$ cat src/design/pe_pkg.sv
`default_nettype none

package pe_pkg;

  // Array geometry and arithmetic widths
  localparam int COLS      = 4;
  localparam int ROWS      = 2;
  localparam int X_BITS    = 8;
  localparam int K_BITS    = 8;
  localparam int M_BITS    = X_BITS + K_BITS;
  localparam int Y_BITS    = 20;
  localparam int DELAY_MUL = 2;
  localparam int KW_MAX    = 4;
  localparam int CIN_BITS  = 8;
  localparam int KW2_BITS  = 2;

  // Tag is padded out to one byte
  localparam int TAG_PAD_BITS = 8 - KW2_BITS - 2;

  // Register block
  localparam int AXIL_ADDR_BITS = 4;
  localparam int AXIL_DATA_BITS = 32;
  localparam int GRP_CNT_BITS   = 16;
  localparam logic [AXIL_ADDR_BITS-1:0] ADDR_CIN_LEN = 4'h0;
  localparam logic [AXIL_ADDR_BITS-1:0] ADDR_KW2     = 4'h4;
  localparam logic [AXIL_ADDR_BITS-1:0] ADDR_GRP_CNT = 4'h8;

  typedef struct packed {
    logic [KW2_BITS-1:0]     kw2;
    logic                    is_cin_last;
    logic                    is_w_first_clk;
    logic [TAG_PAD_BITS-1:0] is_ctr_pad;
  } beat_tag_st;

  typedef struct packed {
    logic       valid;
    logic       last;
    beat_tag_st tag;
  } pe_ctrl_st;

  typedef struct packed {
    logic [CIN_BITS-1:0] cin_len;
    logic [KW2_BITS-1:0] kw2;
  } engine_cfg_st;

  typedef logic [ROWS-1:0][X_BITS-1:0]             pixels_t;
  typedef logic [COLS-1:0][K_BITS-1:0]             weights_t;
  typedef logic [COLS-1:0][ROWS-1:0][Y_BITS-1:0]   out_data_t;

endpackage

`default_nettype wire

$ cat src/design/delay_line.sv
`default_nettype none

module delay_line #(
  parameter type payload_t = logic,
  parameter int  DEPTH     = 1
) (
  input  logic     clk,
  input  logic     resetn,
  input  logic     en,
  input  payload_t d,
  output payload_t q
);

  payload_t stage [DEPTH];

  always_ff @(posedge clk) begin
    if (!resetn) begin
      stage <= '{default: '0};
    end else if (en) begin
      stage[0] <= d;
      for (int i = 1; i < DEPTH; i++) begin
        stage[i] <= stage[i-1];
      end
    end
  end

  assign q = stage[DEPTH-1];

endmodule

`default_nettype wire

$ cat src/design/beat_tagger.sv
`default_nettype none

module beat_tagger (
  input  logic                 clk,
  input  logic                 resetn,
  input  pe_pkg::engine_cfg_st cfg,
  input  logic                 cfg_written,
  input  logic                 s_valid,
  input  logic                 s_ready,
  output pe_pkg::beat_tag_st   tag
);

  logic [pe_pkg::CIN_BITS-1:0] cin_cnt;
  logic                        first_beat;
  logic                        cin_last;
  logic                        xfer;

  assign xfer     = s_valid && s_ready;
  assign cin_last = (cin_cnt == cfg.cin_len - 1'b1);

  // Position in the channel loop
  always_ff @(posedge clk) begin
    if (!resetn) begin
      cin_cnt    <= '0;
      first_beat <= 1'b1;
    end else if (cfg_written) begin
      cin_cnt    <= '0;
      first_beat <= 1'b1;
    end else if (xfer) begin
      first_beat <= 1'b0;
      if (cin_last) begin
        cin_cnt <= '0;
      end else begin
        cin_cnt <= cin_cnt + 1'b1;
      end
    end
  end

  assign tag = '{
    kw2:            cfg.kw2,
    is_cin_last:    cin_last,
    is_w_first_clk: first_beat,
    is_ctr_pad:     '0
  };

  // Zero channel count would never close a group
  a_cin_len_nonzero: assert property (
    @(posedge clk) disable iff (!resetn)
    s_valid |-> cfg.cin_len != '0
  );

endmodule

`default_nettype wire

$ cat src/design/engine_regs.sv
`default_nettype none

module engine_regs (
  input  logic                                clk,
  input  logic                                resetn,
  input  logic [pe_pkg::AXIL_ADDR_BITS-1:0]   s_axil_awaddr,
  input  logic                                s_axil_awvalid,
  output logic                                s_axil_awready,
  input  logic [pe_pkg::AXIL_DATA_BITS-1:0]   s_axil_wdata,
  input  logic [pe_pkg::AXIL_DATA_BITS/8-1:0] s_axil_wstrb,
  input  logic                                s_axil_wvalid,
  output logic                                s_axil_wready,
  output logic                                s_axil_bvalid,
  output logic [1:0]                          s_axil_bresp,
  input  logic                                s_axil_bready,
  input  logic [pe_pkg::AXIL_ADDR_BITS-1:0]   s_axil_araddr,
  input  logic                                s_axil_arvalid,
  output logic                                s_axil_arready,
  output logic                                s_axil_rvalid,
  output logic [pe_pkg::AXIL_DATA_BITS-1:0]   s_axil_rdata,
  output logic [1:0]                          s_axil_rresp,
  input  logic                                s_axil_rready,
  input  logic                                m_valid,
  input  logic                                m_ready,
  output pe_pkg::engine_cfg_st                cfg,
  output logic                                cfg_written
);

  logic                              wr_go;
  logic                              rd_go;
  logic [pe_pkg::GRP_CNT_BITS-1:0]   grp_cnt;
  logic [pe_pkg::AXIL_DATA_BITS-1:0] rd_word;

  assign wr_go          = s_axil_awvalid && s_axil_wvalid && !s_axil_bvalid;
  assign rd_go          = s_axil_arvalid && !s_axil_rvalid;
  assign s_axil_awready = wr_go;
  assign s_axil_wready  = wr_go;
  assign s_axil_arready = rd_go;
  assign s_axil_bresp   = 2'b00;
  assign s_axil_rresp   = 2'b00;

  always_ff @(posedge clk) begin
    if (!resetn) begin
      s_axil_bvalid <= 1'b0;
      cfg_written   <= 1'b0;
      cfg.cin_len   <= pe_pkg::CIN_BITS'(1);
      cfg.kw2       <= '0;
    end else begin
      cfg_written <= 1'b0;
      if (wr_go) begin
        s_axil_bvalid <= 1'b1;
        case (s_axil_awaddr)
          pe_pkg::ADDR_CIN_LEN: begin
            cfg_written <= 1'b1;
            if (s_axil_wstrb[0]) cfg.cin_len <= s_axil_wdata[pe_pkg::CIN_BITS-1:0];
          end
          pe_pkg::ADDR_KW2: begin
            cfg_written <= 1'b1;
            // Clamp to the widest kernel the array supports
            if (s_axil_wstrb[0]) begin
              if (s_axil_wdata > pe_pkg::KW_MAX / 2) begin
                cfg.kw2 <= pe_pkg::KW2_BITS'(pe_pkg::KW_MAX / 2);
              end else begin
                cfg.kw2 <= s_axil_wdata[pe_pkg::KW2_BITS-1:0];
              end
            end
          end
          default: ;
        endcase
      end else if (s_axil_bready) begin
        s_axil_bvalid <= 1'b0;
      end
    end
  end

  always_comb begin
    rd_word = '0;
    case (s_axil_araddr)
      pe_pkg::ADDR_CIN_LEN: rd_word[pe_pkg::CIN_BITS-1:0]     = cfg.cin_len;
      pe_pkg::ADDR_KW2:     rd_word[pe_pkg::KW2_BITS-1:0]     = cfg.kw2;
      pe_pkg::ADDR_GRP_CNT: rd_word[pe_pkg::GRP_CNT_BITS-1:0] = grp_cnt;
      default: ;
    endcase
  end

  always_ff @(posedge clk) begin
    if (!resetn) begin
      s_axil_rvalid <= 1'b0;
    end else if (rd_go) begin
      s_axil_rvalid <= 1'b1;
    end else if (s_axil_rready) begin
      s_axil_rvalid <= 1'b0;
    end
  end

  always_ff @(posedge clk) begin
    if (rd_go) s_axil_rdata <= rd_word;
  end

  // Completed output groups, wraps
  always_ff @(posedge clk) begin
    if (!resetn) begin
      grp_cnt <= '0;
    end else if (m_valid && m_ready) begin
      grp_cnt <= grp_cnt + 1'b1;
    end
  end

  a_bvalid_hold: assert property (
    @(posedge clk) disable iff (!resetn)
    s_axil_bvalid && !s_axil_bready |=> s_axil_bvalid
  );

endmodule

`default_nettype wire

$ cat src/design/proc_engine.sv
`default_nettype none

module proc_engine (
  input  logic               clk,
  input  logic               resetn,
  input  logic               s_valid,
  input  logic               s_last,
  input  pe_pkg::pixels_t    s_pixels,
  input  pe_pkg::weights_t   s_weights,
  input  pe_pkg::beat_tag_st s_tag,
  output logic               s_ready,
  input  logic               m_ready,
  output logic               m_valid,
  output logic               m_last,
  output pe_pkg::out_data_t  m_data
);

  typedef logic signed [pe_pkg::M_BITS-1:0] product_t;

  logic                    en;
  logic                    run;
  logic                    sel_shift;
  logic                    sel_shift_next;
  logic                    shift_last;
  logic                    bypass_sum;
  logic                    bypass;
  logic                    acc_valid_next;
  logic                    last_next;
  pe_pkg::pe_ctrl_st       s_ctrl;
  pe_pkg::pe_ctrl_st       mul_ctrl;
  logic [pe_pkg::COLS-1:0] sum_start;
  logic [pe_pkg::COLS-1:0] clken_acc;
  logic [pe_pkg::COLS-1:0] start_lut [pe_pkg::KW_MAX/2+1];
  pe_pkg::out_data_t       acc;

  // Whole pipeline freezes under output back-pressure
  assign en      = m_ready || !m_valid;
  assign s_ready = en && !sel_shift && run;

  // Input held off for a cycle out of reset
  always_ff @(posedge clk) begin
    if (!resetn) run <= 1'b0;
    else         run <= 1'b1;
  end

  assign s_ctrl = '{valid: s_valid, last: s_last, tag: s_tag};

  delay_line #(
    .payload_t (pe_pkg::pe_ctrl_st),
    .DEPTH     (pe_pkg::DELAY_MUL)
  ) i_ctrl_dly (
    .clk    (clk),
    .resetn (resetn),
    .en     (s_ready),
    .d      (s_ctrl),
    .q      (mul_ctrl)
  );

  assign sel_shift_next = mul_ctrl.valid && mul_ctrl.tag.is_cin_last &&
                          (mul_ctrl.tag.kw2 != '0) && !sel_shift;

  always_ff @(posedge clk) begin
    if (!resetn)  sel_shift <= 1'b0;
    else if (en)  sel_shift <= sel_shift_next;
  end

  // Last flag of the closing beat, held across the merge step
  always_ff @(posedge clk) begin
    if (!resetn) begin
      shift_last <= 1'b0;
    end else if (en && sel_shift_next) begin
      shift_last <= mul_ctrl.last;
    end
  end

  // Columns that start a kernel window keep their own sum
  for (genvar k = 0; k <= pe_pkg::KW_MAX / 2; k++) begin : g_lut
    for (genvar c = 0; c < pe_pkg::COLS; c++) begin : g_col
      assign start_lut[k][c] = (c % (2 * k + 1)) == 0;
    end
  end

  assign sum_start = start_lut[mul_ctrl.tag.kw2];

  for (genvar c = 0; c < pe_pkg::COLS; c++) begin : g_clken
    assign clken_acc[c] = en && (sel_shift ? !sum_start[c] : mul_ctrl.valid);
  end

  // Set once a group closes, so the next product restarts the sum
  always_ff @(posedge clk) begin
    if (!resetn) begin
      bypass_sum <= 1'b0;
    end else if (en && mul_ctrl.valid && !sel_shift) begin
      bypass_sum <= mul_ctrl.tag.is_cin_last;
    end
  end

  assign bypass = !sel_shift && (bypass_sum || mul_ctrl.tag.is_w_first_clk);

  for (genvar r = 0; r < pe_pkg::ROWS; r++) begin : g_row
    for (genvar c = 0; c < pe_pkg::COLS; c++) begin : g_col
      logic signed [pe_pkg::X_BITS-1:0] pixel_q;
      logic signed [pe_pkg::K_BITS-1:0] weight_q;
      product_t                         prod;
      product_t                         prod_q;
      logic signed [pe_pkg::Y_BITS-1:0] prod_ext;
      logic signed [pe_pkg::Y_BITS-1:0] shift_in;
      logic signed [pe_pkg::Y_BITS-1:0] add_a;
      logic signed [pe_pkg::Y_BITS-1:0] add_b;
      logic signed [pe_pkg::Y_BITS-1:0] acc_q;

      always_ff @(posedge clk) begin
        if (s_ready) begin
          pixel_q  <= s_pixels[r];
          weight_q <= s_weights[c];
        end
      end

      assign prod = pixel_q * weight_q;

      delay_line #(
        .payload_t (product_t),
        .DEPTH     (pe_pkg::DELAY_MUL - 1)
      ) i_prod_dly (
        .clk    (clk),
        .resetn (resetn),
        .en     (s_ready),
        .d      (prod),
        .q      (prod_q)
      );

      if (c == 0) begin : g_edge
        assign shift_in = '0;
      end else begin : g_nbr
        assign shift_in = acc[c-1][r];
      end

      assign prod_ext = prod_q;
      assign add_a    = sel_shift ? shift_in : prod_ext;
      assign add_b    = bypass ? '0 : acc_q;

      always_ff @(posedge clk) begin
        if (!resetn)           acc_q <= '0;
        else if (clken_acc[c]) acc_q <= add_a + add_b;
      end

      assign acc[c][r] = acc_q;
    end
  end

  // Group is ready after its last product, or after the merge step
  assign acc_valid_next = sel_shift ||
                          (mul_ctrl.valid && mul_ctrl.tag.is_cin_last &&
                           mul_ctrl.tag.kw2 == '0);
  assign last_next      = sel_shift ? shift_last : mul_ctrl.last;

  always_ff @(posedge clk) begin
    if (!resetn) begin
      m_valid <= 1'b0;
      m_last  <= 1'b0;
    end else if (en) begin
      m_valid <= acc_valid_next;
      m_last  <= acc_valid_next && last_next;
    end
  end

  assign m_data = acc;

  a_out_stable: assert property (
    @(posedge clk) disable iff (!resetn)
    m_valid && !m_ready |=> m_valid && $stable(m_data) && $stable(m_last)
  );

  // Merge step blocks input, then the merged group is presented
  a_shift_stall: assert property (
    @(posedge clk) disable iff (!resetn)
    en && sel_shift |-> !s_ready ##1 m_valid
  );

endmodule

`default_nettype wire

$ cat src/design/engine_top.sv
`default_nettype none

module engine_top (
  input  logic                                clk,
  input  logic                                resetn,
  input  logic                                s_valid,
  output logic                                s_ready,
  input  logic                                s_last,
  input  pe_pkg::pixels_t                     s_pixels,
  input  pe_pkg::weights_t                    s_weights,
  output logic                                m_valid,
  input  logic                                m_ready,
  output logic                                m_last,
  output pe_pkg::out_data_t                   m_data,
  input  logic [pe_pkg::AXIL_ADDR_BITS-1:0]   s_axil_awaddr,
  input  logic                                s_axil_awvalid,
  output logic                                s_axil_awready,
  input  logic [pe_pkg::AXIL_DATA_BITS-1:0]   s_axil_wdata,
  input  logic [pe_pkg::AXIL_DATA_BITS/8-1:0] s_axil_wstrb,
  input  logic                                s_axil_wvalid,
  output logic                                s_axil_wready,
  output logic                                s_axil_bvalid,
  output logic [1:0]                          s_axil_bresp,
  input  logic                                s_axil_bready,
  input  logic [pe_pkg::AXIL_ADDR_BITS-1:0]   s_axil_araddr,
  input  logic                                s_axil_arvalid,
  output logic                                s_axil_arready,
  output logic                                s_axil_rvalid,
  output logic [pe_pkg::AXIL_DATA_BITS-1:0]   s_axil_rdata,
  output logic [1:0]                          s_axil_rresp,
  input  logic                                s_axil_rready
);

  pe_pkg::engine_cfg_st cfg;
  logic                 cfg_written;
  pe_pkg::beat_tag_st   tag;

  engine_regs i_engine_regs (
    .clk            (clk),
    .resetn         (resetn),
    .s_axil_awaddr  (s_axil_awaddr),
    .s_axil_awvalid (s_axil_awvalid),
    .s_axil_awready (s_axil_awready),
    .s_axil_wdata   (s_axil_wdata),
    .s_axil_wstrb   (s_axil_wstrb),
    .s_axil_wvalid  (s_axil_wvalid),
    .s_axil_wready  (s_axil_wready),
    .s_axil_bvalid  (s_axil_bvalid),
    .s_axil_bresp   (s_axil_bresp),
    .s_axil_bready  (s_axil_bready),
    .s_axil_araddr  (s_axil_araddr),
    .s_axil_arvalid (s_axil_arvalid),
    .s_axil_arready (s_axil_arready),
    .s_axil_rvalid  (s_axil_rvalid),
    .s_axil_rdata   (s_axil_rdata),
    .s_axil_rresp   (s_axil_rresp),
    .s_axil_rready  (s_axil_rready),
    .m_valid        (m_valid),
    .m_ready        (m_ready),
    .cfg            (cfg),
    .cfg_written    (cfg_written)
  );

  beat_tagger i_beat_tagger (
    .clk         (clk),
    .resetn      (resetn),
    .cfg         (cfg),
    .cfg_written (cfg_written),
    .s_valid     (s_valid),
    .s_ready     (s_ready),
    .tag         (tag)
  );

  proc_engine i_proc_engine (
    .clk       (clk),
    .resetn    (resetn),
    .s_valid   (s_valid),
    .s_last    (s_last),
    .s_pixels  (s_pixels),
    .s_weights (s_weights),
    .s_tag     (tag),
    .s_ready   (s_ready),
    .m_ready   (m_ready),
    .m_valid   (m_valid),
    .m_last    (m_last),
    .m_data    (m_data)
  );

endmodule

`default_nettype wire

$ cat config.mk
export PLATFORM = sky130hd
export DESIGN_NAME = engine_top
export DESIGN_NICKNAME = d
export VERILOG_FILES = /design/src/design/pe_pkg.sv /design/src/design/delay_line.sv /design/src/design/beat_tagger.sv /design/src/design/engine_regs.sv /design/src/design/proc_engine.sv /design/src/design/engine_top.sv
export SDC_FILE = /design/constraint.sdc
export NUM_CORES = 2
export LEC_CHECK = 0
export ABC_AREA = 1
export BUFFER_PORTS_ARGS = -buffer_cell sky130_fd_sc_hd__buf_2
export CAP_MARGIN = 20
export CORE_MARGIN = 2
export CORE_UTILIZATION = 59
export DETAILED_ROUTE_END_ITERATION = 10
export GPL_TIMING_DRIVEN = 0
export MAX_ROUTING_LAYER = met4
export PLACE_DENSITY = 0.77
export SETUP_SLACK_MARGIN = 0.2
export SLEW_MARGIN = 15
export SYNTH_ARGS = -nofsm -noshare
export SYNTH_HDL_FRONTEND = slang
export SYNTH_SLANG_ARGS = --single-unit
$ cat constraint.sdc
create_clock -name clk -period 8.7 [get_ports clk]
set_input_delay 0 -clock clk [delete_from_list [all_inputs] [get_ports clk]]
set_output_delay 0 -clock clk [all_outputs]
set_load 0.01 [all_outputs]
# == Yosys cells after proc, flatten, opt, wreduce, memory -nomap -nowiden ==
# Cells that the tools add are included.
# totals
register_bits,408
wordCells,151
out_inout_bits,204
# op_classes
bitwise,2
magnitude_cmp,2
muxes,34
multipliers,8
n_reduce_logical,42
addsub,11
n_eq_ne,4
# op_table
cell,count
2-to-1 mux 20 bit,16
adder 20 bit,8
multiplier 8 x 8 -> 16 bit,8
"> comparator 32 x 2 -> 1 bit, second input constant",1
logical AND 1 bit,20
"adder 16 x 1 -> 16 bit, second input constant",1
case mux 6 bit (2 select lines),1
2-to-1 mux 1 bit,11
"adder 8 x 1 -> 8 bit, second input constant",1
binary-select mux 4 bit (select 2 bit),1
"== test 4 x 3 -> 1 bit, second input constant",2
== test 8 bit,1
zero test 1 bit,8
zero test 4 bit,2
2-to-1 mux 4 bit,2
2-to-1 mux 8 bit,1
"subtractor 8 x 1 -> 8 bit, second input constant",1
case mux 2 bit (3 select lines),1
AND reduction 3 bit,2
nonzero test 2 bit,3
"== test 4 bit, second input constant",1
OR reduction 2 bit,2
"greater-or-equal comparator 3 bit, second input constant",1
logical OR 1 bit,3
other kinds (5),5

# == Longest topological paths before layout ==
# depth
depth_word,7
ltp_mapped,23
ltp_nobuf,21

# == Cells and area by module ==
# A second synthesis with hierarchy kept.
# unflattened
cells_unflattened,7575
area_unflattened_um2,49652.6
# modules_own_cells
module,seq_area_each_um2,cells_per_inst,area_per_inst_um2,n_inst
proc_engine,4764.6,6228,40318.7,1
delay_line at i_proc_engine.g_row[0].g_col[0].i_prod_dly ...,320.3,101,674.4,8
engine_regs,1061.0,276,2259.7,1
delay_line at i_proc_engine.i_ctrl_dly,400.4,136,905.9,1
beat_tagger,180.2,127,773.2,1

# == Worst setup path before layout ==
# No wires, ideal clock.
# synth_timing
path_type,flip-flop to flip-flop
from,register i_proc_engine.g_row[1].g_col[3].weight_q[4] (netlist bit)
to,"register i_proc_engine.g_row[1].g_col[3].i_prod_dly.stage, in the netlist i_proc_engine.g_row[1].g_col[3].i_prod_dly.q[14]"
t_arrival_ps,4330
period_less_slack_ps,4386
path_stages_with_launch,22
n_path_buf,2
setup_slack_ps,4314
setup_ps,56
required_time_ps,8644
path_cell_list,edfxtp_1 > clkbuf_1 > clkbuf_1 > nand2_1 > inv_1 > fa_1 > inv_1 > fa_1 > inv_1 > fa_1 > inv_1 > fa_1 > inv_1 > ha_1 > inv_1 > o21ai_0 > nand3_1 > nand4_1 > or2_2 > nand3_1 > nand2_1 > inv_1
# synth_via
elab_chain_len,1
# synth_rtl
element,line_no,rtl
from (decl),proc_engine.sv:103,logic signed [pe_pkg::K_BITS-1:0] weight_q;
from (signal assigned),proc_engine.sv:115,weight_q <= s_weights[c];
multiplier 8 x 8 -> 16 bit,proc_engine.sv:119,assign prod = pixel_q * weight_q;
"to (signal, indexed assignment)",delay_line.sv:22,stage[i] <= stage[i-1];
to (decl),delay_line.sv:14,payload_t stage [DEPTH];
# Every way passes these cells.
# A chain may end at the register's enable or synchronous reset.

==> impl_results.rst <==
.. list-table::
   :header-rows: 1

   * - Metric
     - Value
   * - Status
     - complete, no violations
   * - Drt initial violations
     - 4857
   * - Most frequent standard cell in the layout excluding fill and tap cells
     - inv_1
   * - Count of pins over their slew limit
     - 0
   * - Placed Cells incl. Taps
     - 8329
   * - Power density over the cells
     - 255 nW/um2
   * - Setup Skew
     - 0.0521 ns
   * - Share of synthesized flip-flops with an asynchronous set or reset
     - 0%
   * - Num ports
     - 306
   * - Post-cts repair resize count
     - 0
   * - Global-route usage over all layers
     - 44.9%
   * - Routed Wire Length
     - 182000 um
   * - Fraction of layout cells with a size suffix above 1
     - 6.50%
   * - Maximum level of the CTS H-tree
     - 2
   * - Die Y
     - 289 um
   * - DIE WIDTH
     - 289 um
   * - Syn Inst Count
     - 6966
   * - Destination of the worst hold path
     - i_proc_engine.g_row[1].g_col[2].weight_q[0]
   * - Initial cell density of the core
     - 59.4%
   * - Startpoint types
     - register
   * - Vias in the first global route
     - 46500
   * - Number of buffers inserted by port buffering
     - 282
   * - Achievable frequency
     - 166 MHz
   * - Nets@finish
     - 8353
   * - Clock tree from TritonCTS
     - done
   * - Top-area cell type share of the netlist area
     - 18.8%
   * - Routed length per placed instance
     - 21.4 um
   * - Leak Pwr
     - 29.6 nW
   * - Detailed placer's ending HPWL
     - 146000 um
   * - Critical R2R Launch
     - i_proc_engine.g_row[1].g_col[0].weight_q[0]
   * - Clock insertion delay at the later pin of the skew report
     - 0.68 ns
   * - Critical path required time
     - 9.26 ns
   * - Number of cells on the worst reg-to-reg path
     - 18
   * - Distinct cell type count of the synthesized netlist
     - 52
   * - Final Hold Slack
     - 0.0269 ns
   * - Worst Path Class, Setup
     - reg -> reg
   * - Element type at the critical path end
     - register
   * - Worst hold path cell count
     - 2
   * - Peak ir drop on the vdd network
     - 0.000296 V
   * - Synth area leader
     - fa_1
   * - Number of search-and-repair iterations in the first detailed-routing pass
     - 9
   * - Layout-stage area growth over the synthesis result
     - 11.7%
   * - Hold crit path type
     - in -> reg
   * - Bufs on Longest Clock Path
     - 3
   * - Cell area after synthesis
     - 47800 um2
   * - Cell types with the largest area share after synthesis
     - fa_1 (19%), dfxtp_1 (14%), inv_1 (14%), nand2_1 (10%), ha_1 (10%)
   * - Syn avg cell area
     - 6.86 um2
   * - Number of hold violations in the final report
     - 0
   * - Seq/Total Area, Yosys
     - 18.4%
   * - Prevailing post-synth register cell
     - dfxtp_1
   * - Final cell utilization of the core
     - 66.4%
   * - Hold buffer count at CTS
     - 95
   * - Clock slew at reported path FFs
     - 0.06 ns
   * - Post-layout min period
     - 6.01 ns
   * - Slew at the pin closest to its max-slew limit
     - 1.22 ns
   * - Pin count of the biggest net entering global routing
     - 54
   * - Count of flip-flops with a built-in enable after synthesis
     - 64
   * - R2R setup slack
     - 2.69 ns
   * - Routed Antenna Nets
     - 0
   * - RSZ-0062 raised after global routing
     - no
   * - Buffer count from post-CTS setup fixing
     - 0
   * - Commonest cells after routing, fill and taps aside
     - inv_1 (1757), nand2_1 (1315), nor2_1 (535), a21oi_1 (528), fa_1 (448)
   * - Worst slew margin relative to its limit
     - 18.4%
   * - Clock Sinks
     - 408
   * - Number of maximum-capacitance violations
     - 0
   * - Setup violation total in the final timing report
     - 0
   * - Routability cong.
     - 1.15
   * - Origin of the worst min-delay path
     - s_weights[16]
   * - Number of flip-flops and latches in the synthesized netlist
     - 408
   * - Finished Layout Cells
     - 8520
   * - Data arrival time of the worst path
     - 6.57 ns
   * - Global-route wire length before repair
     - 271000 um
   * - CTS Buf Count
     - 50
   * - Standard cell core area
     - 80400 um2
   * - Vias
     - 48100
   * - Setup TNS after final layout
     - 0 ns
   * - Die area
     - 83300 um2
   * - Share of the clock period used by the worst path
     - 69.1%
   * - Total gr overflow
     - 0
   * - Number of remaining DRC errors
     - 0
   * - Post-DR vias/cell
     - 5.64
   * - Peak fanout along the critical path
     - 10
   * - Standard-cell row count
     - 104
   * - Clock Root Buffer
     - clkbuf_16
   * - Yosys Warn Count
     - 0
   * - Number of antenna violations at the first check in global routing
     - 4
layer usage:
layer | part of all wire, % | vias to the layer above | global-route usage (%)
met3 | 10 | 621 | 8.52
met5 | 0 | - | -
met2 | 43 | 2699 | 68.1
met1 | 38 | 22500 | 54.3
li1 | - | 22300 | -
met4 | 8.5 | 0 | 30.4
cell usage after synthesis (all sizes together) (58+ instances only):
cell / count
edfxtp: 64
dfxtp: 344
nand4: 93
xnor2: 58
clkbuf: 193
fa: 448
o211ai: 58
buf: 79
xor2: 83
nor2: 541
a21oi: 530
nand3: 361
o21ai: 427
ha: 387
nand2: 1319
inv: 1763
where the power goes:
group / total (mW) / internal, mW / switching (mW)
sequential: 2.42 / 2.21 / 0.208
clock: 2.30 / 1.34 / 0.966
combinational: 8.91 / 2.96 / 5.95
worst max-delay path: stages, from the launching register on:
cell and delay, ns:
edfxtp_1 0.32, clkbuf_1 0.69, clkbuf_1 0.78, nand2_1 0.12
inv_1 0.16, ha_1 0.27, inv_1 0.23, fa_1 0.58
fa_1 0.53, fa_1 0.49, inv_1 0.04, ha_1 0.43
inv_1 0.14, nor3_1 0.27, nand3_1 0.13, nand3_1 0.25
nand3_1 0.11, nand2_1 0.23, a21oi_1 0.10
stage by stage:
| step | setup slack [ns] | cell area, um2 | power, mW |
|---|---|---|---|
| 2_1_floorplan | 4.31 | 47900 | 8.30 |
| 3_3_place_gp | 2.87 | 50600 | 10.8 |
| 3_5_place_dp | 2.85 | 50600 | 10.9 |
| 4_1_cts | 2.83 | 53400 | 13.3 |
| 5_1_grt | 2.50 | 53400 | 14.7 |
| 6_report | 2.69 | 53400 | 13.6 |
flip-flops by register name (all words and copies together) (netlist names):
register / count
i_engine_regs.s_axil_rvalid: 1
i_beat_tagger.cin_cnt: 8
i_proc_engine.shift_last: 1
i_proc_engine.g_row.g_col.pixel_q: 16
i_proc_engine.run: 1
i_proc_engine.m_last: 1
i_beat_tagger.first_beat: 1
i_engine_regs.cfg: 10
i_engine_regs.s_axil_bvalid: 1
i_proc_engine.i_ctrl_dly.q: 6
i_proc_engine.i_ctrl_dly.stage: 6
i_proc_engine.sel_shift: 1
i_engine_regs.s_axil_rdata: 16
i_proc_engine.g_row.g_col.i_prod_dly.q: 128
i_proc_engine.bypass_sum: 1
i_proc_engine.g_row.g_col.weight_q: 32
i_engine_regs.cfg_written: 1
i_proc_engine.m_valid: 1
i_proc_engine.g_row.g_col.acc_q: 160
i_engine_regs.grp_cnt: 16
layout make-up:
cell class | count | area [um2]
Multi-Input combinational cell | 4538 | 31200
Fill cell | 7370 | 27000
Sequential cell | 408 | 8810
Inverter | 1767 | 6640
Timing Repair Buffer | 379 | 2400
Clock buffer | 66 | 1420
Tap cell | 1060 | 1330
Buffer | 272 | 1190
Clock inverter | 27 | 358
Antenna cell | 3 | 7.51
worst max-delay path by stage:
stage / startpoint / to / slack (ns) / cells past startpoint
detailed placement: i_proc_engine.g_row[1].g_col[0].weight_q[0] / register / 2.85 / 18
floorplan: i_proc_engine.g_row[1].g_col[3].weight_q[4] / register / 4.31 / 21
global route: i_proc_engine.g_row[1].g_col[0].weight_q[0] / register / 2.50 / 18
CTS: i_proc_engine.g_row[1].g_col[0].weight_q[0] / register / 2.83 / 18
finish: i_proc_engine.g_row[1].g_col[0].weight_q[0] / register / 2.69 / 18
global placement: i_proc_engine.g_row[1].g_col[0].weight_q[0] / register / 2.87 / 18
cell families (layout without fill, tap and decap cells):
group           count (synthesis)  after routing  synth area share (%)
flops                         408            408                  18.4
fa+ha+maj                     835            835                  28.9
compound gates               1135           1135                  12.8
xor+xnor                      141            141                  2.58
buf+inv                      2039           2511                  16.4
simple gates                 2407           2407                  20.9
other cells                     1             23               0.00785
No activity file was read; power rests on OpenSTA's default activity.
